[src/rtl/ql_bus_pkg.sv]
// Shared bus types and memory map; increments and divider assume an 84 MHz clk_sys
package ql_bus_pkg;

	// ==========================================================
	// Constants
	// ==========================================================
	localparam int ADDR_W = 24;                          // 68008 address bus

	// Phase increments for 84 MHz, 65536 ticks every clock
	localparam logic [16:0] FRACT_BUS_QL   = 17'd11702;  // ~15 MHz
	localparam logic [16:0] FRACT_BUS_16   = 17'd24966;  // ~32 MHz
	localparam logic [16:0] FRACT_BUS_24   = 17'd37449;  // ~48 MHz
	localparam logic [16:0] FRACT_BUS_FULL = 17'd65536;  // Every clock

	localparam logic [9:0] DIV_131K = 10'd640;           // 84 MHz / 640 = 131.25 kHz

	// Address wrap masks per RAM size
	localparam logic [ADDR_W-1:0] WRAP_128K = 24'h03FFFF; // 256k space
	localparam logic [ADDR_W-1:0] WRAP_1M   = 24'h0FFFFF; // 640k and 896k
	localparam logic [ADDR_W-1:0] WRAP_8M   = 24'h7FFFFF; // 4M RAM plus ext I/O

	// GoldCard I/O page offsets
	localparam logic [7:0] GC_SHADOW_ON_OFFS  = 8'h60;   // glo_rena
	localparam logic [7:0] GC_SHADOW_OFF_OFFS = 8'h64;   // glo_rdis

	// ==========================================================
	// Enums
	// ==========================================================
	typedef enum logic [1:0] {
		SPEED_QL   = 2'b00,
		SPEED_16   = 2'b01,
		SPEED_24   = 2'b10,
		SPEED_FULL = 2'b11
	} bus_speed_t;

	typedef enum logic [1:0] {
		RAM_128K  = 2'b00,
		RAM_640K  = 2'b01,
		RAM_896K  = 2'b10,
		RAM_4096K = 2'b11      // Also GoldCard mode
	} ram_cfg_t;

	// ==========================================================
	// Structs
	// ==========================================================
	typedef struct packed {
		logic [ADDR_W-1:0] addr;
		logic              as;
		logic              rw;   // 1 = read
		logic              uds;
		logic              lds;
		logic [15:0]       dout; // CPU write data
	} bus_req_t;

	typedef struct packed {
		logic rom;          // $00000-$0ffff
		logic os_rom;       // $00000-$0bfff
		logic ext_rom;      // $0c000-$0ffff
		logic ram;          // Any RAM
		logic gc_boot_rom;  // $04xxxx copy
		logic gc_os_rom;    // $40xxxx copy
		logic qlsd_rd;      // Data register $fee4
		logic qlsd_sel;     // Any QL-SD window
	} mem_region_t;

	typedef struct packed {
		logic ql_io;
		logic zx8302_sel;
		logic qimi_sel;
	} periph_sel_t;

	typedef struct packed {
		logic [15:0] sdram_dout;
		logic [15:0] ql_rom_dout;
		logic [15:0] gc_rom_dout;
		logic [15:0] zx8302_dout;
		logic [7:0]  qimi_data;
		logic [7:0]  qlsd_dout;
	} src_data_t;

	typedef struct packed {
		logic [ADDR_W-1:0] addr; // Word address
		logic              wr;
		logic              oe;
	} sdram_req_t;

endpackage

[src/rtl/ql_bus_glue.sv]
// RAM size is taken only while reset is high; bus request must hold until cpu_dtack
`timescale 1ns/1ps

module ql_bus_glue
(
	input  logic                    clk_sys,
	input  logic                    reset,
	input  ql_bus_pkg::bus_speed_t  speed,
	input  ql_bus_pkg::ram_cfg_t    ram_cfg,
	input  ql_bus_pkg::bus_req_t    bus,
	input  ql_bus_pkg::src_data_t   src,
	input  logic                    sdram_dtack,
	input  logic                    qlsd_dtack,
	input  logic                    ram_delay_dtack,
	output logic [15:0]             cpu_din,
	output logic                    cpu_dtack,
	output ql_bus_pkg::sdram_req_t  sdram,
	output ql_bus_pkg::periph_sel_t sel,
	output logic [7:0]              mc_stat,
	output logic                    rom_shadow,
	output logic                    ce_bus_p,
	output logic                    ce_bus_n,
	output logic                    ce_131k
);

	ql_bus_pkg::ram_cfg_t          ram_cfg_q;
	ql_bus_pkg::mem_region_t       region;
	logic                          gc_en;
	logic [ql_bus_pkg::ADDR_W-1:0] addr_mask;
	logic [ql_bus_pkg::ADDR_W-1:0] cpu_addr;

	// Config follows the input during reset, frozen after
	always_ff @(posedge clk_sys)
	begin
		if (reset)
			ram_cfg_q <= ram_cfg;
	end

	assign gc_en = (ram_cfg_q == ql_bus_pkg::RAM_4096K);

	always_comb
	begin
		case (ram_cfg_q)
			ql_bus_pkg::RAM_128K: addr_mask = ql_bus_pkg::WRAP_128K;
			ql_bus_pkg::RAM_640K,
			ql_bus_pkg::RAM_896K: addr_mask = ql_bus_pkg::WRAP_1M;
			default:              addr_mask = ql_bus_pkg::WRAP_8M;
		endcase
	end

	// A0 rebuilt from the strobes, 68008 style
	assign cpu_addr = {bus.addr[ql_bus_pkg::ADDR_W-1:1], !bus.uds && bus.lds} & addr_mask;

	// ==========================================================
	// Blocks
	// ==========================================================
	ql_clock_enables u_clock_enables (
		.clk_sys  (clk_sys),
		.reset    (reset),
		.speed    (speed),
		.ce_bus_p (ce_bus_p),
		.ce_bus_n (ce_bus_n),
		.ce_131k  (ce_131k)
	);

	ql_mem_decode u_mem_decode (
		.addr    (cpu_addr),
		.ram_cfg (ram_cfg_q),
		.region  (region)
	);

	ql_io_regs u_io_regs (
		.clk_sys    (clk_sys),
		.reset      (reset),
		.bus        (bus),
		.addr       (cpu_addr),
		.gc_en      (gc_en),
		.sel        (sel),
		.mc_stat    (mc_stat),
		.rom_shadow (rom_shadow)
	);

	ql_data_steer u_data_steer (
		.bus             (bus),
		.region          (region),
		.sel             (sel),
		.rom_shadow      (rom_shadow),
		.gc_en           (gc_en),
		.addr            (cpu_addr),
		.src             (src),
		.sdram_dtack     (sdram_dtack),
		.qlsd_dtack      (qlsd_dtack),
		.ram_delay_dtack (ram_delay_dtack),
		.cpu_din         (cpu_din),
		.cpu_dtack       (cpu_dtack),
		.sdram           (sdram)
	);

	// Decode and shadow state together must never ask SDRAM to read and write at once
	a_sdram_strobes: assert property (@(posedge clk_sys) disable iff (reset)
		!(sdram.wr && sdram.oe));

endmodule

[src/rtl/ql_clock_enables.sv]
// Enables are single-cycle pulses; bus rates are exact only at an 84 MHz clk_sys
`timescale 1ns/1ps

module ql_clock_enables
(
	input  logic                   clk_sys,
	input  logic                   reset,
	input  ql_bus_pkg::bus_speed_t speed,
	output logic                   ce_bus_p,
	output logic                   ce_bus_n,
	output logic                   ce_131k
);

	logic [16:0] fract_bus;
	logic [16:0] cnt_sum;
	logic [15:0] cnt_bus;   // Phase accumulator
	logic        bus_pol;   // 0 = next tick is p
	logic [9:0]  div_131k;

	always_comb
	begin
		case (speed)
			ql_bus_pkg::SPEED_QL: fract_bus = ql_bus_pkg::FRACT_BUS_QL;
			ql_bus_pkg::SPEED_16: fract_bus = ql_bus_pkg::FRACT_BUS_16;
			ql_bus_pkg::SPEED_24: fract_bus = ql_bus_pkg::FRACT_BUS_24;
			default:              fract_bus = ql_bus_pkg::FRACT_BUS_FULL;
		endcase
	end

	assign cnt_sum = {1'b0, cnt_bus} + fract_bus; // Carry out is the tick

	// ==========================================================
	// CPU bus phases
	// ==========================================================
	always_ff @(posedge clk_sys)
	begin
		if (reset)
		begin
			cnt_bus  <= '0;
			bus_pol  <= 1'b0;
			ce_bus_p <= 1'b0;
			ce_bus_n <= 1'b0;
		end
		else
		begin
			cnt_bus  <= cnt_sum[15:0];
			ce_bus_p <= cnt_sum[16] && !bus_pol;
			ce_bus_n <= cnt_sum[16] && bus_pol;
			bus_pol  <= bus_pol ^ cnt_sum[16]; // Flip on every tick
		end
	end

	// Refresh and RTC update, fires on count zero
	always_ff @(posedge clk_sys)
	begin
		if (reset)
		begin
			div_131k <= '0;
			ce_131k  <= 1'b0;
		end
		else
		begin
			div_131k <= (div_131k == ql_bus_pkg::DIV_131K - 10'd1) ? 10'd0 : div_131k + 10'd1;
			ce_131k  <= (div_131k == 10'd0);
		end
	end

	a_bus_phase_excl: assert property (@(posedge clk_sys) disable iff (reset)
		!(ce_bus_p && ce_bus_n));

	// A p phase is always followed by an n phase before the next p
	a_bus_alternate: assert property (@(posedge clk_sys) disable iff (reset)
		ce_bus_p |=> (!ce_bus_p until ce_bus_n));

endmodule

[src/rtl/ql_data_steer.sv]
// Purely combinational; inputs must hold for the whole AS cycle until DTACK
`timescale 1ns/1ps

module ql_data_steer
(
	input  ql_bus_pkg::bus_req_t          bus,
	input  ql_bus_pkg::mem_region_t       region,
	input  ql_bus_pkg::periph_sel_t       sel,
	input  logic                          rom_shadow,
	input  logic                          gc_en,
	input  logic [ql_bus_pkg::ADDR_W-1:0] addr,
	input  ql_bus_pkg::src_data_t         src,
	input  logic                          sdram_dtack,
	input  logic                          qlsd_dtack,
	input  logic                          ram_delay_dtack,
	output logic [15:0]                   cpu_din,
	output logic                          cpu_dtack,
	output ql_bus_pkg::sdram_req_t        sdram
);

	logic        cpu_rd;
	logic        qlsd_en;
	logic        qlsd_rd;
	logic        qlsd_sel;
	logic        shadow_rd;
	logic        shadow_wr;
	logic [15:0] qlsd_word;
	logic [15:0] io_dout;
	logic [15:0] gc_dout_boot;
	logic [15:0] gc_dout_shadow;
	logic [15:0] ql_dout;

	assign cpu_rd = bus.as && bus.rw && (bus.uds || bus.lds);

	// QL-SD is hidden behind the GoldCard ROM until shadow is on
	assign qlsd_en  = (!gc_en || rom_shadow) && cpu_rd;
	assign qlsd_rd  = qlsd_en && region.qlsd_rd;
	assign qlsd_sel = qlsd_en && region.qlsd_sel;

	assign shadow_rd = cpu_rd && region.os_rom && rom_shadow;
	assign shadow_wr = bus.as && !bus.rw && region.os_rom && !rom_shadow; // Copies OS ROM

	// ==========================================================
	// Read data
	// ==========================================================
	assign qlsd_word = {src.qlsd_dout, src.qlsd_dout};   // 8-bit device on both lanes

	assign io_dout = sel.qimi_sel   ? {src.qimi_data, src.qimi_data} :
	                 sel.zx8302_sel ? src.zx8302_dout :
	                                  16'h0000;

	// GoldCard boot, shadow off
	assign gc_dout_boot = region.rom         ? src.gc_rom_dout :
	                      region.gc_boot_rom ? src.gc_rom_dout :
	                      region.gc_os_rom   ? src.ql_rom_dout :
	                      region.ram         ? src.sdram_dout  :
	                                           16'hFFFF;

	// Shadow on, OS runs from SDRAM
	assign gc_dout_shadow = region.os_rom    ? src.sdram_dout  :
	                        qlsd_rd          ? qlsd_word       :
	                        region.ext_rom   ? src.ql_rom_dout :
	                        region.gc_os_rom ? src.ql_rom_dout :
	                        region.ram       ? src.sdram_dout  :
	                                           16'hFFFF;

	assign ql_dout = qlsd_rd    ? qlsd_word       :
	                 region.rom ? src.ql_rom_dout :
	                 region.ram ? src.sdram_dout  :
	                              16'hFFFF;       // Unmapped

	assign cpu_din = sel.ql_io ? io_dout :
	                 gc_en     ? (rom_shadow ? gc_dout_shadow : gc_dout_boot) :
	                             ql_dout;

	// ==========================================================
	// Handshake and SDRAM strobes
	// ==========================================================
	assign cpu_dtack = qlsd_sel                ? qlsd_dtack :
	                   shadow_rd || shadow_wr  ? sdram_dtack :
	                   region.ram              ? sdram_dtack && !ram_delay_dtack :
	                                             !ram_delay_dtack;

	assign sdram.addr = {3'b000, addr[21:1]};      // 16-bit words
	assign sdram.wr   = bus.as && !bus.rw && (region.ram || shadow_wr);
	assign sdram.oe   = cpu_rd && (region.ram || shadow_rd);

endmodule

[src/rtl/ql_io_regs.sv]
// Both registers are write-only; shadow control only responds in GoldCard mode
`timescale 1ns/1ps

module ql_io_regs
(
	input  logic                          clk_sys,
	input  logic                          reset,
	input  ql_bus_pkg::bus_req_t          bus,
	input  logic [ql_bus_pkg::ADDR_W-1:0] addr,
	input  logic                          gc_en,
	output ql_bus_pkg::periph_sel_t       sel,
	output logic [7:0]                    mc_stat,
	output logic                          rom_shadow
);

	logic cpu_rd;
	logic cpu_wr;
	logic cpu_io;
	logic ql_io;
	logic qimi_hit;
	logic gc_io;
	logic zx8301_ce;
	logic shadow_wr;

	assign cpu_rd = bus.as && bus.rw && (bus.uds || bus.lds);
	assign cpu_wr = bus.as && !bus.rw && (bus.uds || bus.lds);
	assign cpu_io = cpu_rd || cpu_wr;

	// ==========================================================
	// I/O space decode
	// ==========================================================
	assign ql_io    = (addr[23:14] == 10'h006);    // $18000-$1bfff
	assign qimi_hit = (addr[13:8] == 6'h3F);       // Mouse at $1bfxx
	assign gc_io    = gc_en && (addr[23:8] == 16'h01C0); // $1c0xx page

	assign sel.ql_io      = ql_io;
	assign sel.qimi_sel   = cpu_io && ql_io && qimi_hit;
	assign sel.zx8302_sel = cpu_io && ql_io && !addr[6] && !qimi_hit; // Mouse page wins

	// Display control at $18063 on the low byte only
	assign zx8301_ce = ql_io && ({addr[6:5], addr[1]} == 3'b111) && cpu_wr && bus.lds;

	// GoldCard registers are hit with upper-byte-only writes
	assign shadow_wr = gc_io && cpu_wr && bus.uds && !bus.lds;

	always_ff @(posedge clk_sys)
	begin
		if (reset)
			mc_stat <= 8'h00;
		else if (zx8301_ce)
			mc_stat <= bus.dout[7:0];
	end

	always_ff @(posedge clk_sys)
	begin
		if (reset)
			rom_shadow <= 1'b0;
		else if (shadow_wr)
		begin
			if (addr[7:0] == ql_bus_pkg::GC_SHADOW_ON_OFFS)
				rom_shadow <= 1'b1;     // Shadow RAM over OS ROM
			else if (addr[7:0] == ql_bus_pkg::GC_SHADOW_OFF_OFFS)
				rom_shadow <= 1'b0;
		end
	end

	a_sel_excl: assert property (@(posedge clk_sys) disable iff (reset)
		!(sel.zx8302_sel && sel.qimi_sel));

endmodule

[src/rtl/ql_mem_decode.sv]
// Address must already be wrapped to the RAM size; QL-SD flags are raw, not yet qualified
`timescale 1ns/1ps

module ql_mem_decode
(
	input  logic [ql_bus_pkg::ADDR_W-1:0] addr,
	input  ql_bus_pkg::ram_cfg_t          ram_cfg,
	output ql_bus_pkg::mem_region_t       region
);

	logic gc_en;
	logic rom;
	logic ext_rom;
	logic bram;
	logic ram512;
	logic ram768;
	logic ram4k;
	logic gc_ram1;
	logic gc_ram2;
	logic qlsd_reg;
	logic qlsd_dat;

	assign gc_en = (ram_cfg == ql_bus_pkg::RAM_4096K); // 4M implies GoldCard

	// ==========================================================
	// ROM and RAM
	// ==========================================================
	assign rom     = (addr[23:16] == 8'h00);       // 64k ROM
	assign ext_rom = (addr[23:14] == 10'h003);     // 16k at $c000
	assign bram    = (addr[23:17] == 7'h01);       // $20000-$3ffff

	// Extended RAM from $40000
	assign ram512 = (ram_cfg == ql_bus_pkg::RAM_640K) && (addr[23:20] == 4'h0)
		&& ^addr[19:18];                             // $40000-$bffff
	assign ram768 = (ram_cfg == ql_bus_pkg::RAM_896K) && (addr[23:20] == 4'h0)
		&& |addr[19:18];                             // $40000-$fffff
	assign ram4k  = gc_en && (addr[23:22] == 2'b00) && |addr[21:18]; // Up to $3fffff

	// SuperGoldCard extra RAM
	assign gc_ram1 = gc_en && (addr[23:15] == 9'h002);  // $10000-$17fff
	// $1c100-$1ffff, page $1c0xx is GoldCard I/O
	assign gc_ram2 = gc_en && (addr[23:14] == 10'h007) && (addr[13:8] != 6'h00);

	// QL-SD windows inside the ext ROM
	assign qlsd_reg = (addr[15:4] == 12'hFEE) || (addr[15:4] == 12'hFEF);
	assign qlsd_dat = (addr[15:8] == 8'hFF);

	// ==========================================================
	// Region flags
	// ==========================================================
	assign region.rom         = rom;
	assign region.ext_rom     = ext_rom;
	assign region.os_rom      = rom && !ext_rom;   // 48k OS
	assign region.ram         = bram || ram512 || ram768 || ram4k || gc_ram1 || gc_ram2;
	assign region.gc_boot_rom = gc_en && (addr[23:16] == 8'h04);
	assign region.gc_os_rom   = gc_en && (addr[23:16] == 8'h40);
	assign region.qlsd_rd     = rom && (addr[15:0] == 16'hFEE4); // Only readable register
	assign region.qlsd_sel    = rom && (qlsd_reg || qlsd_dat);

endmodule

[config.mk]
export PLATFORM = sky130hd
export DESIGN_NAME = ql_bus_glue
export DESIGN_NICKNAME = d
export VERILOG_FILES = /design/src/rtl/ql_bus_pkg.sv /design/src/rtl/ql_bus_glue.sv /design/src/rtl/ql_clock_enables.sv /design/src/rtl/ql_data_steer.sv /design/src/rtl/ql_io_regs.sv /design/src/rtl/ql_mem_decode.sv
export SDC_FILE = /design/constraint.sdc
export NUM_CORES = 1
export LEC_CHECK = 0
export BUFFER_PORTS_ARGS = -buffer_cell sky130_fd_sc_hd__clkbuf_2
export CAP_MARGIN = 20
export CORE_MARGIN = 2
export CORE_UTILIZATION = 44
export CTS_CLUSTER_SIZE = 30
export DETAILED_ROUTE_END_ITERATION = 10
export PLACE_DENSITY = 0.81
export SETUP_SLACK_MARGIN = 0.5
export SYNTH_ARGS = -nofsm -noshare
export SYNTH_HDL_FRONTEND = slang
export SYNTH_SLANG_ARGS = --single-unit
export TNS_END_PERCENT = 1
[constraint.sdc]
create_clock -name clk_sys -period 3.4 [get_ports clk_sys]
set_input_delay 0.68 -clock clk_sys [delete_from_list [all_inputs] [get_ports clk_sys]]
set_output_delay 0.68 -clock clk_sys [all_outputs]
set_load 0.01 [all_outputs]
==> results.sh, run 1 <==
export IMPL_route_detailed_vias_per_inst=6.09
export IMPL_crit_path_end_kind="primary output"
export IMPL_critical_path_most_common_cell="buf_4"
export IMPL_crit_family="simple AND/OR/NAND/NOR gates"
export IMPL_netlist_area_leader_share=0.188
export IMPL_globalRouteTotalUtil=0.285
export IMPL_route_vias_total=5263
export IMPL_synthesis_yosys_warnings=0
export IMPL_tritoncts="built"
export IMPL_cts_sinks=41
export IMPL_post_synth_instance_area_mm2=0.00416
export IMPL_grt_start_max_net_pins=36
export IMPL_p_int_uw=1050
export IMPL_hold_path_class="reg -> reg"
export IMPL_core_rowCount=35
export IMPL_cts_hold_buffers=0
export IMPL_grt_overflow=0
export IMPL_drive_above_1_share=0.425
export IMPL_grt_antenna_before_repair=0
export IMPL_hold_violations=0
export IMPL_power_share_sequential=0.331
export IMPL_synth_seq_area_share=0.202
export IMPL_p_leak_uw=0.00266
export IMPL_slowest_delay_ns=0.50
export IMPL_total_power_uw=1670
export IMPL_failed_checks="setup timing"
export IMPL_grt_setup_unrepaired="yes"
export IMPL_floorplan_initialDensity=0.452
export IMPL_port_buffer_count=177
export IMPL_regToRegStartpoint="ram_cfg_q[0]$_DFFE_PP_"
export IMPL_synth_enable_flop_cells=2
export IMPL_path_cells="o21ai_2 -> ha_4 -> or3b_4 -> nor2_4 -> and4_4 -> buf_4 -> nand2b_1 -> a31oi_1 -> a2111oi_2 -> buf_4 -> a221o_1 -> clkbuf_2"
export IMPL_area_growth_pct=39.6
export IMPL_worst_setup_path_startpoint="ram_cfg_q[0]$_DFFE_PP_"
export IMPL_cts_buffer_depth=2
export IMPL_setup_viol_count_final=17
export IMPL_finalSetupTns_ns=-4.07
export IMPL_run_status="complete, but fails checks"
export IMPL_global_route_wire_length_before_repair_um=23600
export IMPL_die_h_um=101
export IMPL_layout_cells_most_common="clkbuf_2"
export IMPL_yosys_most_used_dff="dfxtp_1"
export IMPL_path_clk_slew_ns=0.08
export IMPL_drt_first_pass_iters=6
export IMPL_crit_path_max_fanout=6
export IMPL_clock_latency_on_the_worst_skew_pair_ns=0.31
export IMPL_synth_top_area_cell="dfxtp_1"
export IMPL_syn_mean_instance_area_um2=7.64
export IMPL_worst_slew_pin_transition_ns=0.796
export IMPL_detail_route_wl_per_cell_um=17.6
export IMPL_place_detailed_instances=855
export IMPL_crit_arrival_ns=3.08
export IMPL_layout_setup_ws_ns=-0.361
export IMPL_worst_path_buf_inv=3
export IMPL_synth_async_sr_flop_share=0
export IMPL_crit_path_top_delay_cell="edfxtp_1"
export IMPL_power_frac_comb=0.475
export IMPL_floorplan_die_area_mm2=0.0102
export IMPL_synth_seq_cells=41
export IMPL_hold_start="u_io_regs.mc_stat[1]$_SDFFE_PP0P_"
export IMPL_grt_pass1_vias=5109
export IMPL_yosysUniqueCellTypes=75
export IMPL_finalWorstPathRequiredPeriod_ns=3.76
export IMPL_switching_share=0.374
export IMPL_place_gp_congestion=0.958
export IMPL_finalMaxSlewViolations=0
export IMPL_n_antenna_cell=0
export IMPL_timing_max_slew_rel_slack=0.470
export IMPL_skew_ns=0.00513
export IMPL_cts_root_buffer_cell="clkbuf_8"
export IMPL_cts_made_buffers=5
export IMPL_top_level_ports=191
export IMPL_hpwlAfterDp_um=11700
export IMPL_power_density_mw_per_mm2=288
export IMPL_cap_violations=0
export IMPL_stdcell_count=864
export IMPL_crit_path_start_kind="flip-flop"
export IMPL_timing_setup_critical_path_class="reg -> out"
export IMPL_floorplan_core_area_mm2=0.00920
export IMPL_first_iter_violations=405
export IMPL_cts_htree_levels=2
export IMPL_drtAntennaViolNets=0
export IMPL_final_core_utilization=0.631
export IMPL_p_sw_uw=625
export IMPL_fin_nets=908
export IMPL_synthesis_instances=544
export IMPL_yosys_top_cells_area="dfxtp_1, ha_1, nor2_1, a21oi_1, buf_4"
export IMPL_wl_um=15200
export IMPL_fmax_ghz=0.266
export IMPL_required_ns=2.72
export IMPL_dieWidth_um=101
export IMPL_max_vdd_ir_drop_mv=0.285
export IMPL_tcrit_tclk_final=1.11
export IMPL_clockPowerShare=0.194
export IMPL_layout_common_cells="clkbuf_2, nor2_1, buf_4"
export IMPL_detail_route_drc_violations=0
-- state kept, by name, summed over array words and instances, names as in the netlist --
signal,count
ram_cfg_q,2
u_clock_enables.bus_pol,1
u_clock_enables.ce_131k,1
u_clock_enables.ce_bus_n,1
u_clock_enables.ce_bus_p,1
u_clock_enables.cnt_bus,16
u_clock_enables.div_131k,10
u_io_regs.mc_stat,8
u_io_regs.rom_shadow,1
-- worst register-to-register path: stages, from the launching register on --
cell,delay [ns]
edfxtp_1,0.50
o21ai_2,0.25
ha_4,0.16
buf_4,0.13
nand2_1,0.08
nor3_4,0.17
nand3b_4,0.09
buf_4,0.21
inv_1,0.10
nand4_1,0.44
mux2i_1,0.33
nor2_1,0.07
-- power groups by stage --
stage | clock network [uW] | logic (uW) | registers, uW
floorplan | 0 | 455 | 558
global placement | 0 | 705 | 562
detailed placement | 0 | 731 | 564
CTS | 329 | 755 | 552
global route | 349 | 867 | 557
finish | 324 | 794 | 552
-- cells by family after synthesis --
family | share of synthesized area
adders and majority gates | 0.0711
buffers and inverters | 0.0801
and+or+nand+nor | 0.261
xor gates and xnor gates | 0.0337
muxes | 0.0193
AOI/OAI and AO/OA | 0.332
other | 0.000902
DFF | 0.202
-- per-stage QoR --
step / cell area (um^2) / setup slack (ns) / hold slack [ns]
2_1_floorplan: 4210 / 0.0786 / 0.453
4_1_cts: 5660 / -0.352 / 0.516
5_1_grt: 5800 / -0.452 / 0.530
3_5_place_dp: 5490 / -0.277 / 0.496
6_report: 5800 / -0.361 / 0.515
3_3_place_gp: 5490 / -0.236 / 0.479
-- synth_stat cells, drive strengths merged, types with 2 or more instances --
library cell,number
nor2,70
dfxtp,39
o21ai,38
buf,35
a21oi,32
nand2,31
ha,22
nand3,17
o21a,17
o22ai,17
inv,14
nand2b,14
nor3,14
a31oi,12
nand4,12
clkbuf,11
or3,10
a31o,9
o221ai,9
xor2,9
a22o,8
and3,8
mux2i,8
nor2b,8
o221a,8
a2111oi,7
a221o,7
xnor2,7
a211oi,6
and2,6
a21o,3
nor3b,3
nor4,3
a21boi,2
a22oi,2
edfxtp,2
nand3b,2
o211ai,2
o31a,2
-- timing repair --
| item | 4_1_cts | 5_1_grt |
|---|---|---|
| pin swaps | 12 | 25 |
| gates resized for setup | 16 | 39 |
| buffers inserted | 1 | 0 |
| endpoints found under the setup margin | 24 | 25 |
-- metal layers --
metal  share of wire  up-vias  wire length [um]  track usage
li1                -     2456                 -            -
met1            0.38     2479              5710        0.327
met2            0.51      293              7790        0.510
met3           0.088       35              1350       0.0531
met4           0.024        0               370        0.130
met5               0        -                 0            0
-- worst paths after layout --
check	to	cells after the start	slack [ns]
setup / recovery	cpu_din[11]	12	-0.36
hold / removal	u_io_regs.mc_stat[1]$_SDFFE_PP0P_	2	0.52
setup reg to reg	u_io_regs.mc_stat[2]$_SDFFE_PP0P_	11	0.74
hold reg to reg	u_io_regs.mc_stat[1]$_SDFFE_PP0P_	2	0.52
-- area by class of cell --
| cell class | instances | area [um^2] |
|---|---|---|
| clock buffers | 6 | 72.6 |
| clock inverters | 2 | 15.0 |
| fillers | 785 | 3390 |
| inverters | 14 | 55.1 |
| multi-input cells | 445 | 3220 |
| flip-flops and latches | 41 | 841 |
| well taps | 111 | 139 |
| repair buffers | 245 | 1460 |
No activity file was read; power rests on OpenSTA's default activity.
==> inputs of run 2 (changes only) <==
==> constraint.sdc (replaced) <==
create_clock -name clk_sys -period 3.4 [get_ports clk_sys]
set_input_delay 0.17 -clock clk_sys [delete_from_list [all_inputs] [get_ports clk_sys]]
set_output_delay 0.17 -clock clk_sys [all_outputs]
set_load 0.01 [all_outputs]
==> run 2 against run 1 <==
The run now ends clean. Cell area down 8.2%. Register-to-register slack worse by 0.04 ns. Hold slack worse by 0.47 ns. Final cell count down 4.3%. Total power down 4.6%.
==> results.sh, run 2 (synthesis gave the netlist of run 1 again) <==
export IMPL_run_status="finished clean"
export IMPL_crit_path_start_kind="flip-flop"
export IMPL_reg_largest_list="u_clock_enables.cnt_bus: 16 flops, u_clock_enables.div_131k: 10 flops, u_io_regs.mc_stat: 8 flops"
export IMPL_n_antenna_cell=0
export IMPL_total_power_uw=1590
export IMPL_hold_path_class="in -> reg"
export IMPL_dieWidth_um=101
export IMPL_rr_endpoint="u_clock_enables.bus_pol$_SDFF_PP0_"
export IMPL_globalRouteTotalUtil=0.270
export IMPL_tcrit_tclk_final=0.961
export IMPL_top_register="u_clock_enables.cnt_bus"
export IMPL_tritoncts="built"
export IMPL_worst_slew_pin_transition_ns=0.800
export IMPL_hold_start="ram_cfg[0]"
export IMPL_p_int_uw=996
export IMPL_timing_max_slew_rel_slack=0.459
export IMPL_reg2reg_setup_slack_ns=0.70
export IMPL_largest_reg_flops=16
export IMPL_detail_route_wl_per_cell_um=17.2
export IMPL_max_vdd_ir_drop_mv=0.346
export IMPL_cts_made_buffers=5
export IMPL_setup_viol_count_final=0
export IMPL_stdcell_area_mm2=0.00533
export IMPL_floorplan_core_area_mm2=0.00920
export IMPL_timing_setup_critical_path_class="reg -> out"
export IMPL_switching_share=0.375
export IMPL_crit_path_max_fanout=6
export IMPL_path_clk_slew_ns=0.08
export IMPL_timing_hold_ws_ns=0.0497
export IMPL_first_iter_violations=271
export IMPL_route_vias_total=5043
export IMPL_crit_arrival_ns=3.10
export IMPL_cts_hold_buffers=0
export IMPL_cap_violations=0
export IMPL_layout_common_cells="clkbuf_2, nor2_1, dfxtp_1"
export IMPL_hold_path_endpoint="ram_cfg_q[0]$_DFFE_PP_"
export IMPL_global_route_wire_length_before_repair_um=22600
export IMPL_power_frac_comb=0.444
export IMPL_area_growth_pct=28.2
export IMPL_route_detailed_vias_per_inst=6.10
export IMPL_hold_violations=0
export IMPL_clockPowerShare=0.209
export IMPL_placement_cell_area_mm2=0.00505
export IMPL_stdcell_count=827
export IMPL_layout_cells_most_common="clkbuf_2"
export IMPL_reg2reg_depth=12
export IMPL_core_rowCount=35
export IMPL_regToRegStartpoint="u_clock_enables.cnt_bus[0]$_SDFF_PP0_"
export IMPL_grt_start_max_net_pins=36
export IMPL_cts_root_buffer_cell="clkbuf_8"
export IMPL_skew_ns=0.00687
export IMPL_cts_sinks=41
export IMPL_port_buffer_count=177
export IMPL_finalWorstPathRequiredPeriod_ns=3.27
export IMPL_pre_cts_slack_ns=0.211
export IMPL_fin_nets=871
export IMPL_power_density_mw_per_mm2=299
export IMPL_place_gp_congestion=0.880
export IMPL_top_level_ports=191
export IMPL_grt_pass1_vias=4845
export IMPL_clock_latency_on_the_worst_skew_pair_ns=0.30
export IMPL_finalMaxSlewViolations=0
export IMPL_drive_above_1_share=0.356
export IMPL_cts_buffer_depth=2
export IMPL_p_sw_uw=597
export IMPL_fmax_ghz=0.306
export IMPL_drtAntennaViolNets=0
export IMPL_p_leak_uw=0.00244
export IMPL_floorplan_die_area_mm2=0.0102
export IMPL_cts_htree_levels=2
export IMPL_required_ns=3.23
export IMPL_grt_setup_unrepaired="yes"
export IMPL_floorplan_initialDensity=0.452
export IMPL_hpwlAfterDp_um=10800
export IMPL_die_h_um=101
export IMPL_hold_path_depth=1
export IMPL_crit_path_end_kind="primary output"
export IMPL_place_detailed_instances=806
export IMPL_grt_antenna_before_repair=0
export IMPL_power_share_sequential=0.348
export IMPL_drt_first_pass_iters=5
export IMPL_detail_route_drc_violations=0
export IMPL_wl_um=14200
export IMPL_layout_setup_ws_ns=0.132
export IMPL_grt_overflow=0
[run 2: changes by cell type in the layout (fill, tap and decap cells not counted), sizes merged]
cell      before  now
and4           1    2
clkinv         0    1
clkbuf       179  182
clkinvlp       2    1
inv           14   15
buf           72   30
[run 2: power by group through the flow]
stage,Clock (uW),Combinational (uW),Sequential (uW)
4_1_cts,335,698,553
5_1_grt,355,784,559
3_5_place_dp,0,677,564
6_report,332,707,554
2_1_floorplan,0,449,558
3_3_place_gp,0,653,562
[run 2: routing by layer]
layer	track usage	wire length, um	share of wire
met5	0	0	0
met2	0.498	7170	0.50
met4	0.0956	277	0.019
met3	0.0373	1100	0.078
met1	0.319	5680	0.40
[run 2: area by class of cell]
| cell class | count | area (um^2) |
|---|---|---|
| clock buffer | 5 | 68.8 |
| clock inverter | 3 | 21.3 |
| fill | 844 | 3870 |
| inverter | 14 | 52.6 |
| multi-input combinational | 446 | 3080 |
| sequential | 41 | 841 |
| tap | 111 | 139 |
| timing repair buffer | 207 | 1130 |
[run 2: worst max-delay path by stage]
stage	from	to	slack (ns)	cells past startpoint
after CTS	ram_cfg_q[0]$_DFFE_PP_	cpu_din[7]	0.16	11
after detailed placement	ram_cfg_q[1]$_DFFE_PP_	cpu_din[11]	0.21	10
after floorplan	ram_cfg_q[0]$_DFFE_PP_	cpu_din[13]	0.54	12
after global placement	ram_cfg_q[1]$_DFFE_PP_	cpu_din[11]	0.28	10
after global routing	ram_cfg_q[1]$_DFFE_PP_	cpu_din[7]	-0.008	11
final	ram_cfg_q[1]$_DFFE_PP_	cpu_din[7]	0.13	11
[run 2: stage by stage]
step,utilization,setup TNS (ns)
detailed placement,0.549,0
CTS,0.577,0
floorplan,-,0
global route,0.579,-0.00793
global placement,0.549,0
finish,0.579,0
[run 2: critical path, cell delays in order, from the launching register on]
cell	delay, ns
edfxtp_1	0.50
o21ai_2	0.26
ha_4	0.20
or3b_4	0.43
nor2_4	0.17
and4_4	0.32
buf_12	0.12
or3_1	0.09
a31oi_1	0.07
a2111oi_1	0.36
a221o_1	0.17
clkbuf_2	0.12
[run 2: what timing repair did]
| action | 4_1_cts | 5_1_grt |
|---|---|---|
| pin swaps | 6 | 5 |
| cloned | 1 | 0 |
| endpoints found under the setup margin | 17 | 21 |
| setup buffers | 11 | 1 |
| resized for setup | 13 | 3 |
